## src/jtpopeye_cen.sv

```systemverilog
`timescale 1ns/1ps

module jtpopeye_cen(
    input  logic clk,       // 20 MHz
    input  logic reset,
    output logic pxl_cen,   // 5 MHz
    output logic pxl2_cen,  // 10 MHz
    output logic sample     // 1.25 MHz
);

// Low two bits give the pixel phases, all four the sound phase
logic [3:0] cnt;

always_ff @(posedge clk) begin
    if (reset) begin
        cnt <= 4'd0;
    end else begin
        cnt <= cnt + 4'd1;
    end
end

// Each enable fires on the last phase of its period,
// so none is active while cnt is still zero after reset
assign pxl2_cen = cnt[0];
assign pxl_cen  = &cnt[1:0];
assign sample   = &cnt;     // Lines up with a pixel enable

endmodule

```

## config.mk

```make
export PLATFORM = sky130hd
export DESIGN_NAME = jtpopeye_cen
export DESIGN_NICKNAME = d
export VERILOG_FILES = /design/src/jtpopeye_cen.sv
export SDC_FILE = /design/constraint.sdc
export NUM_CORES = 1
export LEC_CHECK = 0
export BUFFER_PORTS_ARGS = -buffer_cell sky130_fd_sc_hd__buf_2
export CAP_MARGIN = 20
export CORE_AREA = 2 2 39 41
export DETAILED_ROUTE_END_ITERATION = 16
export DIE_AREA = 0 0 41 43
export GPL_TIMING_DRIVEN = 0
export SLEW_MARGIN = 20
export SYNTH_ARGS = -nofsm -noshare
export SYNTH_HDL_FRONTEND = slang
export SYNTH_SLANG_ARGS = --single-unit
```

## constraint.sdc

```tcl
create_clock -name clk -period 2.7 [get_ports clk]
set_input_delay 0.27 -clock clk [delete_from_list [all_inputs] [get_ports clk]]
set_output_delay 0.27 -clock clk [all_outputs]
set_load 0.02 [all_outputs]
```

### After elaboration in Yosys (flattened, before gate mapping)

Index checks and enable logic that the tools add are counted.
Widths: inputs -> output; s select.

| word-level totals | value |
|---|---|
| register bits | 4 |
| input port bits | 2 |
| output and inout bits | 3 |
| logic and storage cells | 4 |

| cells by class | value |
|---|---|
| $add $sub $neg | 1 |
| reductions and logical operators | 2 |

Operators by type and width:

| cell | number |
|---|---|
| $add 4x1->4 const B | 1 |
| $reduce_and 4->1 | 1 |
| $reduce_and 2->1 | 1 |

### Logic depth before layout (Yosys ltp)

| depth | value |
|---|---|
| depth after elaboration | 1 |
| depth in mapped cells | 3 |
| mapped depth without buffers | 3 |

### Worst setup path before layout

Ideal clock, no wire load.

| timing | value |
|---|---|
| path kind | register -> output |
| start | register cnt[0] |
| end | output port sample |
| data arrival time | 1099 ps |
| required time | 2430 ps |
| path slack | 1331 ps |
| stages on the path, launching flop included | 3 |
| buffers on the path | 0 |
| cell sequence | dfxtp_1 ha_1 and3_2 |

| on the way | value |
|---|---|
| cells in the longest elaborated chain, start to end | 1 |

Ends and longest elaborated chain:

| what | line | source |
|---|---|---|
| from (decl) | 12 | `logic [3:0] cnt;` |
| from (signal assigned) | 18 | `cnt <= cnt + 4'd1;` |
| $reduce_and 4->1 | 26 | `assign sample = &cnt;` |
| to (decl) | 8 | `output logic sample` |

Every way passes these cells.

### Worst setup path in the final report

Same ends and word-level chain as after synthesis.

==> run summary <==
Initial antenna violation count: 0
Max FFs per register: 4
GRT Util Overall: 0.0492
Cts bufs inserted: 3
Die ar.: 0.00176 sq mm
Crit-path leading delay family: flip-flops
Worst IR Drop VDD: 0.226 mV
Tcrit/Tclk final: 0.524
Clock Path Buffers: 2
Biggest regs: cnt x4
Nets@finish: 26
LEAKAGE: 0.102 nW
Slowest CP cell: dfxtp_1
Reg-to-reg endpoint: cnt[3]
Input/output buffers: 4
Post-CTS Resized: 0
Final ANT Viol Nets: 0
ANT cells: 0
Worst hold start: reset
Status: complete, no violations
Sink Count: 4
Ys Warns: 0
# fillers: 152
GP Congestion: 0.583
Critical Path End Type: primary output
CTS tree: done
Setup TNS: 0 ps
Num ports: 5
Area of the multi-input gates: 72.6 sq um
RSZ-0062 raised after global routing: false
Final setup vio count: 0
Clock latency at the later pin of the worst-skew pair: 240 ps
H-tree levels: 1
Via Count: 128
Total gr overflow: 0
DRT Pass-1 Iters: 2
Clock period minus final worst setup slack: 1410 ps
Syn_nets: 17
RR Startpoint: cnt[2]
Hold depth: 2
R2R setup slack: 1820 ps
WP data required: 2430 ps
# hold bufs at CTS: 0
Placed Instances: 34
Crit-path max FO: 4
MaxCap Viol Count: 0
Residual DRC: 0
Hold EP: cnt[0]
Hold WC Path Type: input pin to flip-flop
Largest stage delay, worst path: 360 ps
CP Class: flip-flop to primary output
WHS: 257 ps
Critical path arrival: 1140 ps
Overall Power: 0.151 mW
DRT Wirelength: 280 um
Max_slew headroom: 0.912
Worst-path clk slew: 30 ps
Initial Util: 0.110
Final Hold Fails: 0
Fin. max-slew vios: 0
Fmax achieved: 0.707 GHz
Synth Register Bits: 4
WP buf/inv: 1
Drt first-iter violations: 2
CP Launch Type: flip-flop
Final Cell Area: 215 sq um
Num rows: 14
Mapped Cells: 14
Root buffer cell: clkbuf_4
Wire per inst: 7.57 um
Post-DP Area: 193 sq um
Most flops, register: cnt
Setup Skew: 3.44 ps
R2R depth: 2
Crit path cell chain: ha_1 > and3_2 > buf_2
Register area: 80.1 sq um
Layout Cells excl Fill: 37
Pwr dens: 703 mW/mm^2
Setup Buffers After CTS: 0
Largest net degree at the start of global routing: 6
First-pass GRT wire length: 455 um
Seq/Total Area, Yosys: 0.525
Worst Max-Slew Pin Slew: 131 ps
Via-to-Cell Ratio: 3.46
Core area: 0.00138 sq mm
Die height: 43 um
Mean Syn Cell Area: 10.9 sq um
Horiz. Die Dim: 41 um
Cell variety after synth: 8
P&R area growth vs syn: 41.0%
Mapped cell area: 153 sq um
Number of global-route vias before repair: 125
Share of cells above drive strength 1: 0.429
## cells in the mapped netlist
master | n | area [sq um]
mux2_4 | 1 | 15.0
nor2b_1 | 2 | 12.5
dfxtp_1 | 4 | 80.1
ha_1 | 1 | 12.5
and3_2 | 1 | 7.51
nand3_1 | 1 | 5.00
nor2_1 | 3 | 11.3
xnor2_1 | 1 | 8.76
## placed cells by master, fill, tap and decap left out
| master | Yosys | layout |
|---|---|---|
| clkbuf_4 | 0 | 3 |
| xnor2_1 | 1 | 1 |
| ha_1 | 1 | 1 |
| buf_2 | 0 | 4 |
| nand3_1 | 1 | 1 |
| mux2_4 | 1 | 1 |
| and3_2 | 1 | 1 |
| nor2_1 | 3 | 3 |
| dfxtp_1 | 4 | 4 |
| nor2b_1 | 2 | 2 |
## how the worst max path moves through the flow
stage               startpoint     end  slack [ps]  cells past startpoint
CTS                     cnt[0]  sample        1270                      3
finish                  cnt[0]  sample        1290                      3
global placement        cnt[0]  sample        1540                      3
floorplan               cnt[0]  sample        1330                      2
global route            cnt[0]  sample        1210                      3
detailed placement      cnt[0]  sample        1530                      3
## logic make-up (layout without fill, tap and decap cells)
logic type / after synthesis / after routing / synth area share
multiplexers: 1 / 1 / 0.0983
AND/OR/NAND/NOR: 7 / 7 / 0.238
XOR/XNOR: 1 / 1 / 0.0574
flip-flops: 4 / 4 / 0.525
adder cells (fa/ha/maj): 1 / 1 / 0.0820
buffers and inverters: 0 / 7 / 0
## cell type report
| cell class | count | area share |
|---|---|---|
| clock buffers | 3 | 0.105 |
| multi-input cells | 10 | 0.337 |
| flip-flops and latches | 4 | 0.372 |
| well taps | 16 | 0.0930 |
| repair buffers | 4 | 0.0930 |
## stage by stage
stage | utilization | worst slack (ps)
after global routing | 0.156 | 1210
after CTS | 0.156 | 1270
after floorplan | - | 1330
final | 0.156 | 1290
after global placement | 0.139 | 1540
after detailed placement | 0.139 | 1530
## layer usage
metal,global-route usage,share of wire
met5,0,0
met4,0,0
met3,0.0942,0.17
met2,0.0563,0.39
met1,0.0419,0.44
## where the power goes
group          internal [mW]  switching [mW]
registers             0.0633         0.00273
logic                0.00543         0.00628
clock network         0.0496          0.0238
total                  0.118          0.0328
Note: power is estimated with default switching activity, not from simulation.
