**config.mk**
```make
export PLATFORM = sky130hd
export DESIGN_NAME = jtpopeye_vtiming
export DESIGN_NICKNAME = d
export VERILOG_FILES = /design/src/popeye_video_pkg.sv /design/src/jtpopeye_vtiming.sv
export SDC_FILE = /design/constraint.sdc
export NUM_CORES = 1
export LEC_CHECK = 0
export BUFFER_PORTS_ARGS = -buffer_cell sky130_fd_sc_hd__buf_2
export CAP_MARGIN = 30
export CORE_MARGIN = 2
export CORE_UTILIZATION = 60
export CTS_CLUSTER_DIAMETER = 100
export CTS_CLUSTER_SIZE = 16
export DETAILED_ROUTE_END_ITERATION = 12
export HOLD_SLACK_MARGIN = 0.02
export PLACE_DENSITY_LB_ADDON = 0.3
export SETUP_SLACK_MARGIN = 0.1
export SLEW_MARGIN = 20
export SYNTH_ARGS = -nofsm -noshare
export SYNTH_HDL_FRONTEND = slang
export SYNTH_SLANG_ARGS = --single-unit
```
**constraint.sdc**
```tcl
create_clock -name clk -period 4.3 [get_ports clk]
set_input_delay 0.215 -clock clk [delete_from_list [all_inputs] [get_ports clk]]
set_output_delay 0.215 -clock clk [all_outputs]
set_load 0.02 [all_outputs]
```
**src/popeye_video_pkg.sv**
```systemverilog
package popeye_video_pkg;

    // Counter widths
    localparam int h_cnt_w   = 9;
    localparam int v_cnt_w   = 9;

    // Horizontal timing, in pixels
    localparam int h_total   = 320;
    localparam int h_visible = 256;
    localparam int hs_start  = 272;
    localparam int hs_end    = 296;

    // Vertical timing, in lines
    localparam int v_total   = 264;
    localparam int v_visible = 240;
    localparam int vs_start  = 248;
    localparam int vs_end    = 252;

    // Colour output
    localparam int red_w     = 3;
    localparam int green_w   = 3;
    localparam int blue_w    = 2;
    localparam int pal_aw    = 5;

endpackage

```
**src/jtpopeye_vtiming.sv**
```systemverilog
`timescale 1ns/1ps

module jtpopeye_vtiming(
    input  logic clk,
    input  logic game_reset,
    input  logic pxl_cen,
    output logic HB,    // Horizontal blanking
    output logic VB,    // Vertical blanking
    output logic HS,
    output logic VS
);

import popeye_video_pkg::*;

logic [h_cnt_w-1:0] hcnt;
logic [v_cnt_w-1:0] vcnt;
logic [h_cnt_w-1:0] h_nxt;
logic [v_cnt_w-1:0] v_nxt;

// Next position on the raster
always_comb begin
    h_nxt = hcnt + 1'd1;
    v_nxt = vcnt;
    if (hcnt == h_cnt_w'(h_total - 1)) begin
        h_nxt = '0;
        if (vcnt == v_cnt_w'(v_total - 1)) begin
            v_nxt = '0;
        end else begin
            v_nxt = vcnt + 1'd1;
        end
    end
end

// Flags come from the next count so they match the counters
always_ff @(posedge clk) begin
    if (game_reset) begin
        hcnt <= '0;
        vcnt <= '0;
        HB   <= 1'b0;
        VB   <= 1'b0;
        HS   <= 1'b0;
        VS   <= 1'b0;
    end else if (pxl_cen) begin
        hcnt <= h_nxt;
        vcnt <= v_nxt;
        HB   <= h_nxt >= h_cnt_w'(h_visible);
        VB   <= v_nxt >= v_cnt_w'(v_visible);
        HS   <= (h_nxt >= h_cnt_w'(hs_start)) && (h_nxt < h_cnt_w'(hs_end));
        VS   <= (v_nxt >= v_cnt_w'(vs_start)) && (v_nxt < v_cnt_w'(vs_end));
    end
end

// Sync pulse must sit inside the blanking interval
a_hs_in_hb: assert property (
    @(posedge clk) disable iff (game_reset)
    $rose(HS) |-> HB
) else $error("HS rose outside horizontal blanking");

endmodule

```
* Word-level counts from Yosys, hierarchy flattened
Cells that the tools add are included.
** Word-level totals
- Flip-flop bits (word level) :: 22
- Input bits :: 3
- Output and inout port bits :: 4
- Word-level logic and storage cells :: 21
** Cells by class
- $add $sub $neg :: 2
- Magnitude comparators :: 6
- Eq/ne operators :: 2
- Mux-type cells :: 3
- Reductions and logical operators :: 2
** Operator list (number)
- two-way mux 9 bit :: 3
- adder 9 x 1 -> 9 bit, second input constant :: 2
- equality test 9 bit, second input constant :: 2
- >= comparator 9 x 8 -> 1 bit, second input constant :: 2
- >= comparator 9 bit, second input constant :: 2
- < comparator 9 x 8 -> 1 bit, second input constant :: 1
- < comparator 9 bit, second input constant :: 1
- logical AND 1 bit :: 2

* Longest topological paths before layout
- Depth in word-level cells :: 5
- Depth in mapped cells :: 7
- Gate-level depth less buffers :: 6

* Worst setup path after synthesis
Ideal clock, no wire load.
- Path type :: register -> register
- Start :: register hcnt[0]
- End :: register VS
- Library setup time :: 136 ps
- Arrival :: 1620 ps
- Data required time :: 4164 ps
- Setup slack :: 2544 ps
- Cell stages (with the launch flop) :: 7
- Path buffers :: 0
- Period minus slack after synthesis :: 1756 ps
- Cell sequence :: dfxtp_1 > ha_1 > and4bb_4 > nand2_2 > o311a_1 > o22ai_1 > o32ai_1
** Between the ends
- Longest elaborated chain between the ends :: 4
- Elaborated cells on any way between the ends :: 5
- Classes of those cells :: order compare: 2; eq/ne: 1; mux: 1; reduce/logical: 1
** RTL lines
- from (decl) :: RTL line jtpopeye_vtiming.sv:15 : logic [h_cnt_w-1:0] hcnt;
- from (signal assigned) :: RTL line jtpopeye_vtiming.sv:44 : hcnt <= h_nxt;
- equality test 9 bit * :: RTL line jtpopeye_vtiming.sv:24 : if (hcnt == h_cnt_w'(h_total - 1)) begin
- two-way mux 9 bit * :: RTL line jtpopeye_vtiming.sv:24
- >= comparator 9 x 8 -> 1 bit or < comparator 9 x 8 -> 1 bit (tied branches) :: RTL line jtpopeye_vtiming.sv:49 : VS <= (v_nxt >= v_cnt_w'(vs_start)) && (v_nxt < v_cnt_w'(vs_end));
- logical AND 1 bit * :: RTL line jtpopeye_vtiming.sv:49
- to (signal assigned) :: RTL line jtpopeye_vtiming.sv:49
- to (decl) :: RTL line jtpopeye_vtiming.sv:10 : output logic VS
Mark *: on every way between the ends. The rest lies on a longest branch, timed or not.
A chain may end at the register's enable or synchronous reset.

* Worst setup path in the final report
Same ends and word-level chain as after synthesis.

==> out/qor.csv <==
metric,value,unit
outcome,"complete, no violations",
cell with the most instances after synthesis,dfxtp_1,
largest net degree at the start of global routing,22,
GRT Total Usage,0.2563,
Final Util,0.6622,
pre-CTS WS,2332,ps
DR WL/cell,15.59,um
worst-path fanout max,8,
crit path max-delay cell type,dfxtp_1,
max incr delay on CP,420,ps
asr flop ratio synth,0,
n_diodes,0,
Placer Congestion,0.9287,
CTS buffer count,3,
hold violation total from the final report,0,
Critical Path Start Type,flop,
Die X,52.80,um
fmax,493.0,MHz
Synth Cell Area,1429,sq um
Setup WS post-layout,2271,ps
clock network power share,0.323,
commonest cells in the netlist,"dfxtp_1, a21oi_1, nor2_1",
Clock transition at path regs,120,ps
Final min period,2029,ps
residual overflow from global routing,0,
Synth Warn #,0,
critical path arrival,2250,ps
CTS Hold Bufs,0,
CP Capture Type,flop,
Seq pwr share,0.613,
CP Buf/Inv Count,0,
total chip power,0.3463,mW
Via density,6.708,
Main synth FF type,dfxtp_1,
Top Family by Delay on Critical Path,simple AND/OR/NAND/NOR gates,
Core Area,2233,sq um
Mapped Nets,180,
cell count after synthesis,175,
largest cells by area after synthesis,"dfxtp_1, a21oi_1, nor2_1",
drt pass-1 iters,4,
Synth-to-Final Area Change,3.503,%
combinational share of power,0.064,
Final ANT Viol Nets,0,
# nets final,180,
Max H-tree Level,1,
DRT iter0 DRCs,63,
Final Instance Area,1479,sq um
Slew Limit Fails,0,
worst-path cell chain,ha_1 > and4bb_4 > nand2_2 > nor4b_2 > o22ai_1 > o32ai_1,
I/O pins,7,
antenna violations before repair,0,
via count of the first global-routing pass,1243,
Synth top area share,0.3082,
starting density of the core,0.6398,
CP Class,reg2reg,
switching part of the total,0.2306,
CP Data Required Time,4520,ps
final clock skew,5.253,ps
via count,1355,
"Avg Cell Area, Syn",8.165,sq um
share of cells above drive strength 1,0.1322,
clock insertion delay at the later pin of the skew report,310,ps
Slew headroom,0.7317,
Placement Cell Area,1443,sq um
synth unique cells,49,
number of I/O port buffers,6,
post-DP HPWL,2.233,mm
RSZ-0062 raised after global routing,false,
global-route wire length before repair,5.285,mm
Least-Margin Pin Slew,401.9,ps
Post-CTS Resized,0,
Die Footprint,2788,sq um
sum of negative setup slack,0,ps
CTS tree,done,
net load switching power,0.07985,mW
CTS sink count,22,
drc violations,0,
Root Buffer,clkbuf_4,
leak pwr,0.5029,nW
Worst Hold Class,in2reg,
final period utilization,0.4718,
worst vdd ir,230.3,uV
die span in y,52.80,um
"Seq/Total Area, Yosys",0.3082,
post-synth top area cell,dfxtp_1,
setup repair bufs after CTS,0,
clock buffer depth,2,
power per cell area,234.2,nW/um^2
cell row count,17,
number of synthesized flops with an enable pin,0,
total wire length,3.150,mm
"flops & latches, synth",22,
# Max-Cap Violations,0,
Final setup viols,0,
internal power,0.2664,mW
==> final cells by class <==
| class | instances | area [sq um] |
|---|---|---|
| clock buffers | 4 | 36.28 |
| fillers | 199 | 754.5 |
| inverters | 7 | 26.28 |
| multi-input cells | 135 | 910.9 |
| flip-flops and latches | 22 | 440.4 |
| well taps | 28 | 35.03 |
| repair buffers | 6 | 30.03 |
==> cells by family (layout without fill, tap and decap cells) <==
group,Yosys count,in the layout,share of synthesized area
compound gates,45,45,0.2005
xor+xnor,10,10,0.06129
fa+ha+maj,2,2,0.01751
buf+inv,18,17,0.05429
flops,22,22,0.3082
simple gates,78,78,0.3582
==> path summary, 6_finish.rpt <==
path              endpoint  cells past startpoint  slack (ps)       start
hold reg to reg         HB                      2         490          HB
setup / recovery        VS                      6        2270     hcnt[0]
hold / removal     hcnt[7]                      2         290  game_reset
setup reg to reg        VS                      6        2270     hcnt[0]
==> registers in the layout (all words and copies together), names as in the netlist <==
register	count
VS	1
HS	1
HB	1
hcnt	9
VB	1
vcnt	9
==> power groups by stage <==
| stage | combinational [mW] | clock (mW) | sequential [mW] |
|---|---|---|---|
| after global routing | 0.0249 | 0.125 | 0.213 |
| after detailed placement | 0.0223 | 0 | 0.217 |
| after global placement | 0.0216 | 0 | 0.216 |
| final | 0.0223 | 0.112 | 0.212 |
| after floorplan | 0.0158 | 0 | 0.217 |
| after CTS | 0.0223 | 0.116 | 0.212 |
==> worst reg2reg max path, stage by stage, from the launching register on <==
cell,delay [ps]
dfxtp_1,420
ha_1,380
and4bb_4,330
nand2_2,100
nor4b_2,320
o22ai_1,140
o32ai_1,260
==> metal layers <==
metal / vias up / track usage / share of wire
met4: 0 / 0.1197 / 0.021
li1: 648 / - / -
met1: 625 / 0.3380 / 0.44
met2: 71 / 0.3875 / 0.46
met3: 11 / 0.06571 / 0.079
met5: - / 0 / 0
==> metrics by stage <==
stage	hold WS, ps	instances
2_1_floorplan	416.2	175
3_3_place_gp	465.8	198
3_5_place_dp	473.5	198
4_1_cts	290.5	202
5_1_grt	289.2	202
6_report	292.9	202
==> placed cells by master (no fill, tap or decap), types with 2 or more instances in the layout <==
cell      Yosys  layout
and3_1        2       2
a211oi_1      3       3
a21oi_1      16      16
ha_1          2       2
inv_1         7       7
nand3b_1      2       2
nand4_1       5       5
nor3_1        8       8
xnor2_1       4       4
nand3_1       8       8
dfxtp_1      22      22
buf_2         2       6
nand2_1      13      13
o22ai_1       4       4
and4_1        2       2
or3_1         3       3
nor2b_1       2       2
nor2_1       16      16
xor2_1        6       6
and2_1        2       2
o21ai_0      11      11
clkbuf_4      0       3
No activity file was read; power rests on OpenSTA's default activity.
