<file path="src/popeye_cfg_pkg.sv">
package popeye_cfg_pkg;

    // Download port
    localparam int dl_addr_w   = 22;
    localparam int data_w      = 8;

    // Main program ROM, 32 kB split in four 8 kB banks
    localparam int main_rom_aw = 15;
    localparam int bank_aw     = 13;
    localparam int bank_n      = 4;

    // Download memory map
    localparam logic [dl_addr_w-1:0] main_base  = 22'h00_0000;
    localparam logic [dl_addr_w-1:0] main_size  = 22'h00_8000;
    localparam logic [dl_addr_w-1:0] pal_base   = 22'h00_8000;
    localparam logic [dl_addr_w-1:0] pal_size   = 22'h00_0020;  // 32 colours
    localparam logic [dl_addr_w-1:0] crypt_addr = 22'h00_8020;  // Single flag byte

    // Region write enables
    localparam int prom_w   = 6;
    localparam int we_main0 = 0;    // Bits 0 to 3, one per bank
    localparam int we_pal   = 4;
    localparam int we_crypt = 5;

endpackage

</file>
<file path="src/jtpopeye_prom_we.sv">
`timescale 1ns/1ps

module jtpopeye_prom_we(
    input  logic                                     clk,
    input  logic                                     reset,
    input  logic                                     downloading,
    input  logic [popeye_cfg_pkg::dl_addr_w-1:0]     ioctl_addr,
    input  logic [popeye_cfg_pkg::data_w-1:0]        ioctl_data,
    input  logic                                     ioctl_wr,
    output logic [popeye_cfg_pkg::dl_addr_w-1:0]     prog_addr,
    output logic [popeye_cfg_pkg::data_w-1:0]        prog_data,
    output logic                                     prog_we,
    output logic [popeye_cfg_pkg::prom_w-1:0]        prom_we,
    output logic                                     encrypted
);

import popeye_cfg_pkg::*;

logic                 dl_wr;
logic [dl_addr_w-1:0] main_off;
logic [dl_addr_w-1:0] pal_off;
logic [prom_w-1:0]    region;

assign dl_wr = ioctl_wr & downloading;   // Writes outside a download are dropped

// Region decode from offsets into the download map
always_comb begin
    main_off = ioctl_addr - main_base;
    pal_off  = ioctl_addr - pal_base;
    region   = '0;
    if (main_off < main_size) begin
        region[we_main0 + main_off[main_rom_aw-1:bank_aw]] = 1'b1;
    end else if (pal_off < pal_size) begin
        region[we_pal] = 1'b1;
    end else if (ioctl_addr == crypt_addr) begin
        region[we_crypt] = 1'b1;
    end
    // Anything else strobes prog_we with no region bit
end

// Programming bus payload
always_ff @(posedge clk) begin
    if (dl_wr) begin
        prog_addr <= ioctl_addr;
        prog_data <= ioctl_data;
    end
end

always_ff @(posedge clk) begin
    if (reset) begin
        prog_we   <= 1'b0;
        prom_we   <= '0;
        encrypted <= 1'b0;
    end else begin
        prog_we <= dl_wr;
        prom_we <= dl_wr ? region : '0;
        if (dl_wr && region[we_crypt]) begin
            encrypted <= ioctl_data[0];  // Kept until the next reset
        end
    end
end

// At most one memory is written per download byte
a_prom_we_onehot: assert property (
    @(posedge clk) disable iff (reset)
    $onehot0(prom_we)
) else $error("prom_we has more than one region selected");

endmodule

</file>
<file path="config.mk">
export PLATFORM = sky130hd
export DESIGN_NAME = jtpopeye_prom_we
export DESIGN_NICKNAME = d
export VERILOG_FILES = /design/src/popeye_cfg_pkg.sv /design/src/jtpopeye_prom_we.sv
export SDC_FILE = /design/constraint.sdc
export NUM_CORES = 1
export LEC_CHECK = 0
export BUFFER_PORTS_ARGS = -buffer_cell sky130_fd_sc_hd__clkbuf_2
export CAP_MARGIN = 25
export CORE_MARGIN = 8
export CORE_UTILIZATION = 30
export DETAILED_ROUTE_END_ITERATION = 7
export MAX_ROUTING_LAYER = met4
export PLACE_DENSITY = 0.54
export SYNTH_ARGS = -nofsm -noshare
export SYNTH_HDL_FRONTEND = slang
export SYNTH_SLANG_ARGS = --single-unit
</file>
<file path="constraint.sdc">
create_clock -name clk -period 4.5 [get_ports clk]
set_input_delay 0 -clock clk [delete_from_list [all_inputs] [get_ports clk]]
set_output_delay 0 -clock clk [all_outputs]
set_load 0.1 [all_outputs]
</file>
# Word-level counts from Yosys, hierarchy flattened
# Cells that the tools add are included.
[classes]
n_lt_le_gt_ge = 4
eq_ne = 1
n_mux = 6
n_addsub = 1
n_bitwise = 3
reduce_logical = 5
[op_table]
columns = ["op", "count"]
rows = [
  ["$eq A22 B16 Y1 const B", 1],
  ["$lt A22 B16 Y1 const B", 1],
  ["$lt A22 B6 Y1 const B", 1],
  ["$sub A22 B16 Y22 const B", 1],
  ["$reduce_or A3 Y1", 2],
  ["$lt A2 B4 Y1 const B", 1],
  ["$mux W1", 4],
  ["$demux W1 S2", 1],
  ["$ge A2 B1 Y1 const B", 1],
  ["$logic_and A1 B1 Y1", 2],
  ["$mux W2", 1],
  ["$not A1 Y1", 2],
  ["$reduce_or A2 Y1", 1],
  ["$and A1 B1 Y1", 1],
]
[word_totals]
in_bits = 34
wordCells = 27
out_inout_bits = 38
ff_bits = 38

# Logic depth before layout (Yosys ltp)
[depth]
depth_word = 5
depth_mapped = 5
ltp_nobuf = 5

# Worst setup path before layout
# No wires, ideal clock.
[synth_timing]
path_kind = "in2reg"
from = "input ioctl_addr[19] in the netlist's numbering"
to = "register encrypted"
setup_time_ns = 0.122
n_path_buf = 0
required_ns = 4.378
t_arrival_ns = 1.423
stages = 4
path_slack_ns = 2.955
cell_sequence = "or3_1 -> or4_1 -> or4_4 -> mux2i_1"
[synth_via]
elab_chain_len = 5
[synth_rtl]
columns = ["item", "line_no", "text"]
rows = [
  ["start: declaration", "jtpopeye_prom_we.sv:7", "input logic [popeye_cfg_pkg::dl_addr_w-1:0] ioctl_addr,"],
  ["$sub A22 B16 Y22 / $eq A22 B16 Y1 (equally long branches)", "jtpopeye_prom_we.sv:29, jtpopeye_prom_we.sv:35", ""],
  ["$lt A22 B6 Y1 / $mux W1 (equally long branches)", "jtpopeye_prom_we.sv:33, jtpopeye_prom_we.sv:35", ""],
  ["$mux W1", "jtpopeye_prom_we.sv:33", "end else if (pal_off < pal_size) begin"],
  ["$mux W2 *", "jtpopeye_prom_we.sv:31", "if (main_off < main_size) begin"],
  ["$logic_and A1 B1 Y1 *", "jtpopeye_prom_we.sv:57", "if (dl_wr && region[we_crypt]) begin"],
  ["end signal: assignment", "jtpopeye_prom_we.sv:58", "encrypted <= ioctl_data[0];"],
  ["end: declaration", "jtpopeye_prom_we.sv:14", "output logic encrypted"],
]
# Every way passes the cells marked *; elsewhere a longest branch is shown, timed or not.
# A chain may end at the register's enable or synchronous reset.

# Worst setup path in the final report
# Same ends and word-level chain as after synthesis.

==> summary.md <==
| Metric | Value |
|---|---|
| Hold Crit Class | `in -> reg` |
| Post-synth EDFFs | `30` |
| Tcrit/Tclk final | `43.4%` |
| Layout area overhead | `68.2%` |
| Relative slew slack | `between 50% and 60%` |
| Global-route wire length before repair | `between 5000 and 6000 um` |
| Initial antenna violation count | `0` |
| Clk buf depth | `2` |
| Commonest non-fill, non-tap cell in the layout | `clkbuf_2` |
| Yosys warns | `0` |
| Tot Pwr | `around 850 uW` |
| Die H | `around 81 um` |
| Fill cells | `roughly 350` |
| Pre-antenna DRT Iters | `4` |
| Ys async rst share | `0%` |
| Critical Path Start Type | `primary input` |
| Commonest non-fill, non-tap cells in the layout | `clkbuf_2 (71), dlygate4sd3_1 (32), edfxtp_1 (30), dfxtp_1 (8)` |
| Slew Limit Fails | `0` |
| DR DRC count | `0` |
| Synth Register Bits | `38` |
| Die area | `~6500 um2` |
| FMAX | `a little over 500 MHz` |
| Status | `completed` |
| Clk slew on worst S/H paths | `around 0.070 ns` |
| Distinct cell type count after synthesis | `21` |
| Drt via density | `4.26` |
| Final core utilization | `between 50 and 60%` |
| Setup WS pre-CTS | `approximately 2.8 ns` |
| CTS tree | `done` |
| Largest net degree at the start of global routing | `18` |
| Final setup vio count | `0` |
| PortBufs | `slightly above 70` |
| I/O pins | `72` |
| DR iter-0 viols | `53` |
| CTS H-tree lvls | `2` |
| Syn nets | `between 100 and 150` |
| Final clock skew | `0 ns` |
| Avg Inst Size Synth | `between 15 and 20 um2` |
| Setup TNS | `0 ns` |
| Cell Rows | `23` |
| CP Data Arrival Time | `~2.1 ns` |
| WL/cell | `about 14 um` |
| RSZ-0062 raised after global routing | `no` |
| Gpl congestion | `0.741` |
| CP endpoint kind | `register` |
| GRT Total Usage | `a little over a tenth` |
| Nets | `~220` |
| Initial core utilization | `a little under a third` |
| Vias in the first global route | `approximately 1100` |
| Gates resized, CTS repair | `0` |
| Fin. Hold Viols | `0` |
| # diodes | `0` |
| P_leak | `approximately 0.92 nW` |
| Worst skew pair latency | `a little under 0.3 ns` |
| Vias post-DR | `slightly below 1000` |
| TritonCTS Sinks | `38` |
| CTS Buf Count | `5` |
| Number of max-cap violations | `0` |
| Final wirelength | `about 3300 um` |
| Final worst slack | `2.55 ns` |
| Cells after Synth | `~70` |
| CP Max Fanout | `2` |
| Die X-Extent | `roughly 80 um` |
| Worst Max-Slew Pin Slew | `approximately 0.62 ns` |
| Core area | `~4000 um2` |
| Worst Path Required | `approximately 4.7 ns` |
| Synthesized cell area | `1260 um2` |
| Final min period | `roughly 2 ns` |
| ANT nets after route | `0` |
| Post-synthesis sequential area ratio | `between 80 and 90%` |
| Share of cells above drive strength 1 | `about 44%` |
| Hold Slack | `between 0.01 and 0.015 ns` |
| CP Class | `in -> reg` |
| CTS root buf | `clkbuf_8` |
| Top FF cell, synth | `edfxtp_1` |
| PwrDens | `approximately 400 nW/um2` |
| Grt total ovfl | `0` |
| Max VDD drop | `between 0.15 and 0.2 mV` |
worst max-delay path, stage by stage:
cell           delay [ns]
dlygate4sd3_1        0.54
clkbuf_2             0.11
or3_1                0.38
or4_1                0.43
or4_4                0.54
mux2i_1              0.14
cell usage after synthesis (2+ instances only):
cell      instances  share of area, %
edfxtp_1         30                72
dfxtp_1           8                13
nor3_1            6               2.4
inv_1             5               1.5
nand2b_1          2               1.0
nor2_1            2              0.60
or4_1             2               1.2
per-stage QoR:
stage,cells,cell area [um2]
finish,231,2110
global route,231,2110
CTS,231,2110
detailed placement,191,1700
global placement,190,1670
floorplan,69,1260
power breakdown:
part           switching, mW  internal, mW
Sequential           0.00462         0.399
Clock                  0.113         0.124
Combinational          0.162        0.0450
Total                  0.280         0.568
path summary, 6_finish.rpt:
| kind | from | to | slack, ns | cells past startpoint |
|---|---|---|---|---|
| worst min register to register | encrypted | encrypted | 0.52 | 2 |
| worst max register to register | encrypted | encrypted | 3.87 | 2 |
| worst max-delay path | ioctl_addr[19] | encrypted | 2.55 | 6 |
| worst min-delay path | ioctl_wr | prog_we | 0.01 | 3 |
cell type report:
| class | count | area, um2 | share of cell area (%) |
|---|---|---|---|
| multi-input cells | 26 | 176 | 8.35 |
| flip-flops and latches | 38 | 1060 | 50.2 |
| clock inverters | 1 | 5.00 | 0.237 |
| repair buffers | 104 | 703 | 33.3 |
| inverters | 5 | 18.8 | 0.888 |
| clock buffers | 7 | 86.3 | 4.09 |
| well taps | 50 | 62.6 | 2.96 |
cell families (layout without fill, tap and decap cells):
family | Yosys count | in the layout | share of synthesized area [%]
muxes | 1 | 1 | 0.797
DFF | 38 | 38 | 84.5
buffers and inverters | 5 | 117 | 1.49
adders and majority gates | 1 | 1 | 0.996
xor gates and xnor gates | 2 | 2 | 1.39
and+or+nand+nor | 22 | 22 | 10.9
metal layers:
layer | routed length, um | global-route usage [%] | vias to the layer above
met5 | 0 | - | -
met4 | 49 | 4.29 | 0
met3 | 391 | 5.25 | 6
li1 | - | - | 484
met2 | 1470 | 16.1 | 57
met1 | 1440 | 11.6 | 438
repair_timing:
item                       in CTS  in global routing
buffers inserted                0                  0
setup endpoints to repair       0                  0
hold endpoints to repair       36                  0
hold buffers                   32                  0
sequential cells by signal, indices dropped and copies added, names as in the netlist:
name	flops
prog_data	8
encrypted	1
prom_we	6
prog_addr	22
prog_we	1
No activity file was read; power rests on OpenSTA's default activity.
