`src/popeye_cfg_pkg.sv`:
```
package popeye_cfg_pkg;

    // Download port
    localparam int dl_addr_w   = 22;
    localparam int data_w      = 8;

    // Main program ROM, 32 kB split in four 8 kB banks
    localparam int main_rom_aw = 15;
    localparam int bank_aw     = 13;
    localparam int bank_n      = 4;

    // Download memory map
    localparam logic [dl_addr_w-1:0] main_base  = 22'h00_0000;
    localparam logic [dl_addr_w-1:0] main_size  = 22'h00_8000;
    localparam logic [dl_addr_w-1:0] pal_base   = 22'h00_8000;
    localparam logic [dl_addr_w-1:0] pal_size   = 22'h00_0020;  // 32 colours
    localparam logic [dl_addr_w-1:0] crypt_addr = 22'h00_8020;  // Single flag byte

    // Region write enables
    localparam int prom_w   = 6;
    localparam int we_main0 = 0;    // Bits 0 to 3, one per bank
    localparam int we_pal   = 4;
    localparam int we_crypt = 5;

endpackage

```
`src/popeye_video_pkg.sv`:
```
package popeye_video_pkg;

    // Counter widths
    localparam int h_cnt_w   = 9;
    localparam int v_cnt_w   = 9;

    // Horizontal timing, in pixels
    localparam int h_total   = 320;
    localparam int h_visible = 256;
    localparam int hs_start  = 272;
    localparam int hs_end    = 296;

    // Vertical timing, in lines
    localparam int v_total   = 264;
    localparam int v_visible = 240;
    localparam int vs_start  = 248;
    localparam int vs_end    = 252;

    // Colour output
    localparam int red_w     = 3;
    localparam int green_w   = 3;
    localparam int blue_w    = 2;
    localparam int pal_aw    = 5;

endpackage

```
`src/jtpopeye_palette.sv`:
```
`timescale 1ns/1ps

module jtpopeye_palette(
    input  logic                                     clk,
    input  logic                                     game_reset,
    input  logic                                     pxl_cen,
    input  logic [popeye_video_pkg::pal_aw-1:0]      prog_addr,
    input  logic [popeye_cfg_pkg::data_w-1:0]        prog_data,
    input  logic                                     pal_we,
    input  logic [popeye_video_pkg::pal_aw-1:0]      pal_idx,
    input  logic                                     HB,
    input  logic                                     VB,
    output logic [popeye_video_pkg::red_w-1:0]       red,
    output logic [popeye_video_pkg::green_w-1:0]     green,
    output logic [popeye_video_pkg::blue_w-1:0]      blue
);

import popeye_cfg_pkg::*;
import popeye_video_pkg::*;

logic [data_w-1:0] pal_rom [2**pal_aw];  // Colour PROM, RRRGGGBB
logic [pal_aw-1:0] idx_q;
logic              blank_q;

always_ff @(posedge clk) begin
    if (pal_we) pal_rom[prog_addr] <= prog_data;
end

// First stage, index taken on the pixel enable
always_ff @(posedge clk) begin
    if (pxl_cen) idx_q <= pal_idx;
end

// Second stage, PROM lookup one pixel later
always_ff @(posedge clk) begin
    if (game_reset) begin
        blank_q            <= 1'b1;
        {red, green, blue} <= '0;
    end else if (pxl_cen) begin
        blank_q            <= HB | VB;  // Travels with idx_q
        {red, green, blue} <= blank_q ? '0 : pal_rom[idx_q];
    end
end

endmodule

```
`config.mk`:
```
export PLATFORM = sky130hd
export DESIGN_NAME = jtpopeye_palette
export DESIGN_NICKNAME = d
export VERILOG_FILES = /design/src/popeye_cfg_pkg.sv /design/src/popeye_video_pkg.sv /design/src/jtpopeye_palette.sv
export SDC_FILE = /design/constraint.sdc
export NUM_CORES = 1
export LEC_CHECK = 0
export ABC_AREA = 0
export ABC_CLOCK_PERIOD_IN_PS = 2500
export BUFFER_PORTS_ARGS = -buffer_cell sky130_fd_sc_hd__buf_2
export CAP_MARGIN = 15
export CELL_PAD_IN_SITES_DETAIL_PLACEMENT = 1
export CELL_PAD_IN_SITES_GLOBAL_PLACEMENT = 2
export CORE_MARGIN = 3
export CORE_UTILIZATION = 48
export DETAILED_ROUTE_END_ITERATION = 12
export GPL_TIMING_DRIVEN = 0
export PLACE_DENSITY = 0.75
export SLEW_MARGIN = 10
export SYNTH_ARGS = -nofsm -noshare
export SYNTH_HDL_FRONTEND = slang
export SYNTH_SLANG_ARGS = --single-unit
```
`constraint.sdc`:
```
create_clock -name clk -period 2.5 [get_ports clk]
set_input_delay 0.375 -clock clk [delete_from_list [all_inputs] [get_ports clk]]
set_output_delay 0.375 -clock clk [all_outputs]
set_load 0.03 [all_outputs]
```
Word-level counts from Yosys, hierarchy flattened --
Memory sizes are Yosys's and may differ from the RTL's. A register that Yosys moved wholly into a read port is not among the register bits. Index checks and enable logic that the tools add are counted.
Operators by class: $mul 0, order comparisons 0, reduce and logical (&&, ||, !) cells 0, shifts and indexed selects 0, div/mod/pow operators 0, eq/ne operators 0, mux-type cells 4, $add $sub $neg 0, bitwise gates (word level) 1
Operators by type and width (number):
- two-way mux 8 bit | 1
- two-way mux 5 bit | 1
- two-way mux 1 bit | 2
- bitwise OR 1 bit | 1
Storage, ports and cells: word-level logic and storage cells 11, register bits 14, memories kept 1, latch bits 0, output and inout bits 8, bits in writable memories 256, memory bits (read-only) 0
Memories:
- pal_rom | words 32, width 8, rd ports 1, clocked after Yosys merged registers in 1, write ports 1, RTL line jtpopeye_palette.sv:21 | logic [data_w-1:0] pal_rom [2**pal_aw];

Depth between registers and ports, before layout --
Gate-level depths: netlist of run 1.
word-level depth 2, mapped depth 8, mapped depth without buffers 4

Worst setup path after synthesis of run 1 --
No wires, ideal clock.
kind register -> register, start register with a tool-made name, end register green[0] in the netlist's numbering, cell stages (with the launch flop) 7, data arrival time 1.811 ns, period minus slack after synthesis 1.946 ns, buffers on the path 2, slack 0.554 ns, setup time 0.135 ns, cell sequence dfxtp_1 buf_6 buf_12 mux4_1 mux2_2 a2111oi_1 nor4b_1
RTL lines:
- end signal: assignment | RTL line jtpopeye_palette.sv:41 | {red, green, blue} <= blank_q ? '0 : pal_rom[idx_q];
- end: declaration | RTL line jtpopeye_palette.sv:14 | output logic [popeye_video_pkg::green_w-1:0] green,

==> flow_summary.ini, run 1 <==
[finish]
drive_above_1_share = 0.2215
utilization = 0.5578
num_antenna_cells = 0
fin_nets = 654
fin_cells = 930
area_delta_synth_final_pct = 13.12

[drt]
avgRoutedWirePerCell_microns = 27.48
vias_per_cell = 5.938
first_iter_violations = 493
totalWireLength_microns = 25560
drcViolationCount = 0
ant_nets = 0
dr.pass1.iters = 5
vias = 5522

[global_routing]
grt_pass1_wl_microns = 37890
grt_max_degree = 33
grt_antenna_before_repair = 0
grt_usage = 0.2123
grt_overflow_total = 0
grt_pass1_vias = 5894

[power_and_ir_drop]
p_int_mw = 7.721
irDropWorstVdd_v = 0.0006523
power_density_nw_per_um2 = 800.2
seq_power_share = 0.522
power.leakage_nw = 4.004
p_sw_mw = 2.111
pwr-share-comb = 0.076
clkPwrFrac = 0.402
power.total_mw = 9.832
sw_frac_of_total = 0.2147

[critical_path]
worst-path-buf-inv = 3
path_max_fanout = 10
crit_chain = buf_2 -> buf_4 -> buf_2 -> mux4_2 -> a2111oi_1 -> nor4b_1
critPathKind = reg2reg
cpMostUsedCell = buf_2
worstPathRequired_ns = 2.89
cp_data_arrival_time_ns = 2.87
max_stage_delay_ns = 0.58
r2r_slack_ns = 0.02
critPathTopFamily = buffers and inverters
endpoint_kind = flip-flop
r2r-end = blue[1]
reg2reg_depth = 6
critPathLaunchType = flip-flop
cp_slowest_cell = a2111oi_1

[sta]
slew_headroom = 0.3785
period_share = 0.9907
min_period_ns = 2.477
finalHoldViolations = 0
finClkSkew_ns = 0.007606
worst_slew_pin_slew_ns = 0.9288
setup_violations = 0
maxSlewViolCount = 0
timing.fmax_ghz = 0.4037

[floorplanning]
rows = 54
die_w_microns = 156.4
core_area_sq_um = 22030
dieHeight_microns = 156.4
design.die.area_sq_um = 24470
io_pins = 32
initial_utilization = 0.4931

[synthesis]
synth_area_leaders = edfxtp_1 72%, mux4_2 6.8%, mux2i_1 4.4%
synth-simple-area-share = 0.05368
synthAdderAreaFrac = 0
synthXorXnorAreaFrac = 0
synth_top_area_cell = edfxtp_1
syn_area_per_cell_sq_um = 19.09
netlist_area_sq_um = 10860
synth_mux_area_frac = 0.1431
synth_top_cell_area_share = 0.7216
synth_top_family_by_area = multiplexers
yosysSeqAreaShare = 0.7474
synth_cell_types = 31
yosys_warnings = 0
synth-compound-area-share = 0.03847
yosys_register_bits = 275
syn_inst = 569
synth_fp_nets = 593

[cts]
clk_path_buf_depth = 3
cts_made_buffers = 28
cts_tree = done
ctsHoldBuffers = 0
clock-root-buffer = clkbuf_16
cts.sinks = 275
clk_latency_ns = 0.53
cts.clk_slew.worst_paths_ns = 0.06
htreeDepth = 1

[placed_design]
gp_congestion = 0.8365
numPlacedInstances = 879
dpl.hpwl_microns = 16640
io_buffers = 30

[run_status]
status = finished clean

[hold_path]
holdPathEnd = idx_q[0]
hold_class = in2reg
hp-start = pal_idx[0]
hold_depth = 1

[flow_run]
drv_cap = 0
## layout make-up
cell class / count / area, sq um
Buffer: 30 / 195.2
Clock buffer: 37 / 755.7
Clock inverter: 13 / 116.4
Fill cell: 1948 / 9739
Multi-Input combinational cell: 264 / 2594
Sequential cell: 275 / 8118
Tap cell: 280 / 350.3
Timing Repair Buffer: 31 / 157.7
## synth_stat cells
cell / number
a2111oi_1: 2
nor4b_1: 8
and2_1: 9
nand2_1: 9
buf_6: 3
a22oi_1: 16
nand2b_1: 10
buf_4: 5
buf_1: 6
or2_2: 2
mux2_2: 13
buf_2: 5
nor2_1: 37
nand3_1: 2
o22ai_1: 8
buf_8: 1
or3_1: 1
buf_12: 1
mux4_2: 33
a2111oi_0: 14
mux2i_1: 48
or3b_2: 4
a211oi_1: 8
nor2b_1: 18
nand3b_1: 6
a21oi_1: 9
clkbuf_2: 1
clkbuf_1: 8
dfxtp_1: 14
edfxtp_1: 261
mux4_1: 7
## layout by cell type, fill, tap and decap left out, types with 4 or more instances in the layout
master     Yosys  layout
edfxtp_1     261     261
mux2i_1       48      48
nor2_1        37      37
buf_2          5      35
mux4_2        33      33
clkbuf_16      0      29
nor2b_1       18      18
a22oi_1       16      16
clkbuf_1       8      14
dfxtp_1       14      14
mux2_2        13      13
nand2b_1      10      10
nand2_1        9       9
and2_1         9       9
a21oi_1        9       9
a2111oi_1      2       8
a211oi_1       8       8
o22ai_1        8       8
nor4b_1        8       8
buf_4          5       7
mux4_1         7       7
nand3b_1       6       6
buf_1          6       5
a2111oi_2      0       5
clkinv_1       0       5
or3b_2         4       4
## sequential cells by signal, indices dropped and copies added, names as in the netlist, named ones only
register	count
pal_rom	256
idx_q	5
green	3
red	3
blue	2
blank_q	1
## metrics by stage
step	setup TNS (ns)	hold slack (ns)	instance area, sq um	setup slack (ns)
after floorplan	0	0.4494	10860	0.5541
after global placement	-1.361	0.4641	11360	-0.2630
after detailed placement	-1.213	0.4659	11360	-0.2320
after CTS	0	0.01862	12250	0.01287
after global routing	-0.0007596	0.02394	12290	-0.0007596
final	0	0.03818	12290	0.02320
## what timing repair did
item                       in CTS  in global routing
buffers inserted                0                  1
setup endpoints to repair       8                  8
resized for setup               9                 12
## power groups by stage
stage	Sequential (mW)	Clock, mW	Combinational (mW)
CTS	5.13	4.05	0.734
floorplan	5.22	0	0.436
global placement	5.22	0	0.710
finish	5.13	3.95	0.745
global route	5.13	4.24	0.796
detailed placement	5.23	0	0.726
## worst max-delay path by stage
stage | slack (ns) | startpoint | cells after the start | end
after global routing | -0.0008 | flip-flop | 8 | red[1]
final | 0.02 | flip-flop | 6 | blue[1]
after floorplan | 0.55 | flip-flop | 6 | green[0]
after global placement | -0.26 | flip-flop | 6 | red[0]
after CTS | 0.01 | flip-flop | 6 | green[1]
after detailed placement | -0.23 | flip-flop | 6 | red[0]
## layer usage
metal	global-route usage	up-vias	wire (microns)
met5	0	-	0
met4	0.04502	0	596
met3	0.02821	42	1278
met2	0.3431	157	11960
met1	0.3146	2873	11720
li1	-	2450	-
## cells by family after synthesis
logic type | after synthesis
compound gates | 57
simple gates | 106
buf+inv | 30
flops | 275
mux | 101
Note: power is estimated with default switching activity, not from simulation.
==> run 2: changes to the inputs <==
- CORE_UTILIZATION: 48 -> 45
- CTS_CLUSTER_SIZE: default -> 20
- PLACE_DENSITY: 0.75 -> 0.7
==> run 2 against run 1 <==
  * Clock power is 6.3% higher
  * Hold slack worse by 0.017 ns
  * Global-route usage is 0.63 points lower
  * Critical path depth stayed put
  * Worst setup slack better by 0.11 ns
  * Non-clock buffer count is 1 higher
  * Largest cell class unchanged
  * Largest power group unchanged
==> flow_summary.ini, run 2 (synthesized netlist as in run 1, its figures left out) <==
[run_status]
status = finished clean

[drt]
vias = 5525
drcViolationCount = 0
dr.pass1.iters = 6
totalWireLength_microns = 26200
first_iter_violations = 438
avgRoutedWirePerCell_microns = 26.98
ant_nets = 0
vias_per_cell = 5.690

[floorplanning]
io_pins = 32
core_area_sq_um = 23610
die_w_microns = 161.4
design.die.area_sq_um = 26040
initial_utilization = 0.4600
dieHeight_microns = 161.4
rows = 56

[hold_path]
hold_class = in2reg
hold_depth = 1
hp-start = pal_idx[0]
holdPathEnd = idx_q[0]

[global_routing]
grt_pass1_wl_microns = 39160
grt_max_degree = 33
grt_pass1_vias = 5881
grt_usage = 0.2059
grt_overflow_total = 0
grt_antenna_before_repair = 0

[finish]
fillers = 2172
num_antenna_cells = 0
drive_above_1_share = 0.2316
final_common_cell = edfxtp_1
regMostFlops = pal_rom
largest_reg_flops = 256
utilization = 0.5268
fin_nets = 656
layout_common_cells = 261 x edfxtp_1, 48 x mux2i_1, 37 x nor2_1
reg_top3 = pal_rom: 256 flops, idx_q: 5 flops
design_area_sq_um = 12440
area_delta_synth_final_pct = 14.53

[sta]
slew_headroom = 0.4344
maxSlewViolCount = 0
timing.fmax_ghz = 0.4227
finClkSkew_ns = 0.02974
rsz0062_at_grt = false
min_period_ns = 2.366
finalHoldViolations = 0
setup_violations = 0
worst_slew_pin_slew_ns = 0.8452
period_share = 0.9462

[critical_path]
r2r-end = blue[1]
path_max_fanout = 10
reg2reg_depth = 6
cp_data_arrival_time_ns = 2.78
r2r_slack_ns = 0.13
critPathKind = reg2reg
critPathLaunchType = flip-flop
endpoint_kind = flip-flop
worstPathRequired_ns = 2.91

[cts]
cts.sinks = 275
cts_made_buffers = 29
clk_path_buf_depth = 3
clock-root-buffer = clkbuf_16
cts_tree = done
clk_latency_ns = 0.55
cts.clk_slew.worst_paths_ns = 0.06
htreeDepth = 1

[placed_design]
dpl.hpwl_microns = 16830
place_area_sq_um = 11410
gp_congestion = 0.8866
io_buffers = 30

[power_and_ir_drop]
power_density_nw_per_um2 = 812.1
power.leakage_nw = 4.058
irDropWorstVdd_v = 0.0004173

[flow_run]
drv_cap = 0
==> run 2: stage by stage <==
step                power, mW  worst slack (ns)  instances  TNS (ns)  hold WS [ns]
finish                  10.10            0.1344        971         0       0.02121
global route            10.43         0.0009595        971         0      0.001002
CTS                     10.15           0.01287        970         0      0.002115
detailed placement      5.965           -0.2574        918   -0.7331        0.4605
global placement        5.945          -0.07559        918   -0.2854        0.4672
floorplan               5.658            0.5541        569         0        0.4494
==> run 2: final cells by class <==
| cell class | count | area (sq um) | share of cell area |
|---|---|---|---|
| Multi-Input combinational cell | 264 | 2623 | 0.2108 |
| Tap cell | 319 | 399.1 | 0.03209 |
| Clock inverter | 15 | 175.2 | 0.01408 |
| Timing Repair Buffer | 32 | 167.7 | 0.01348 |
| Sequential cell | 275 | 8118 | 0.6526 |
| Clock buffer | 36 | 752.0 | 0.06045 |
| Buffer | 30 | 205.2 | 0.01650 |
==> run 2: report_power, final <==
group          internal, mW  switching (mW)
clock network          2.53            1.67
registers              5.11          0.0223
logic                 0.299           0.468
total                  7.94            2.16
==> run 2: layer usage <==
metal | up-vias | part of all wire | global-route usage
li1 | 2444 | - | -
met1 | 2891 | 0.46 | 0.3035
met2 | 141 | 0.47 | 0.3239
met3 | 49 | 0.044 | 0.02590
met4 | 0 | 0.032 | 0.06570
met5 | - | 0 | 0
==> run 2: repair_timing <==
item,4_1_cts,5_1_grt
setup buffers,0,1
hold endpoints to repair,1,0
gates resized for setup,7,18
endpoints found under the setup margin,8,8
gates cloned,0,0
hold buffers,1,0
==> run 2: critical path, stage by stage (launching register included) <==
cell and delay [ns]:
dfxtp_1 0.33, buf_6 0.19, buf_8 0.19, buf_4 0.26, mux4_2 0.54, a2111oi_0 0.57, nor4b_2 0.12
==> run 2: worst max-delay path by stage <==
stage,startpoint,end
after global placement,flip-flop,blue[0]
after global routing,flip-flop,green[1]
after detailed placement,flip-flop,blue[0]
final,flip-flop,blue[1]
after CTS,flip-flop,blue[0]
after floorplan,flip-flop,green[0]
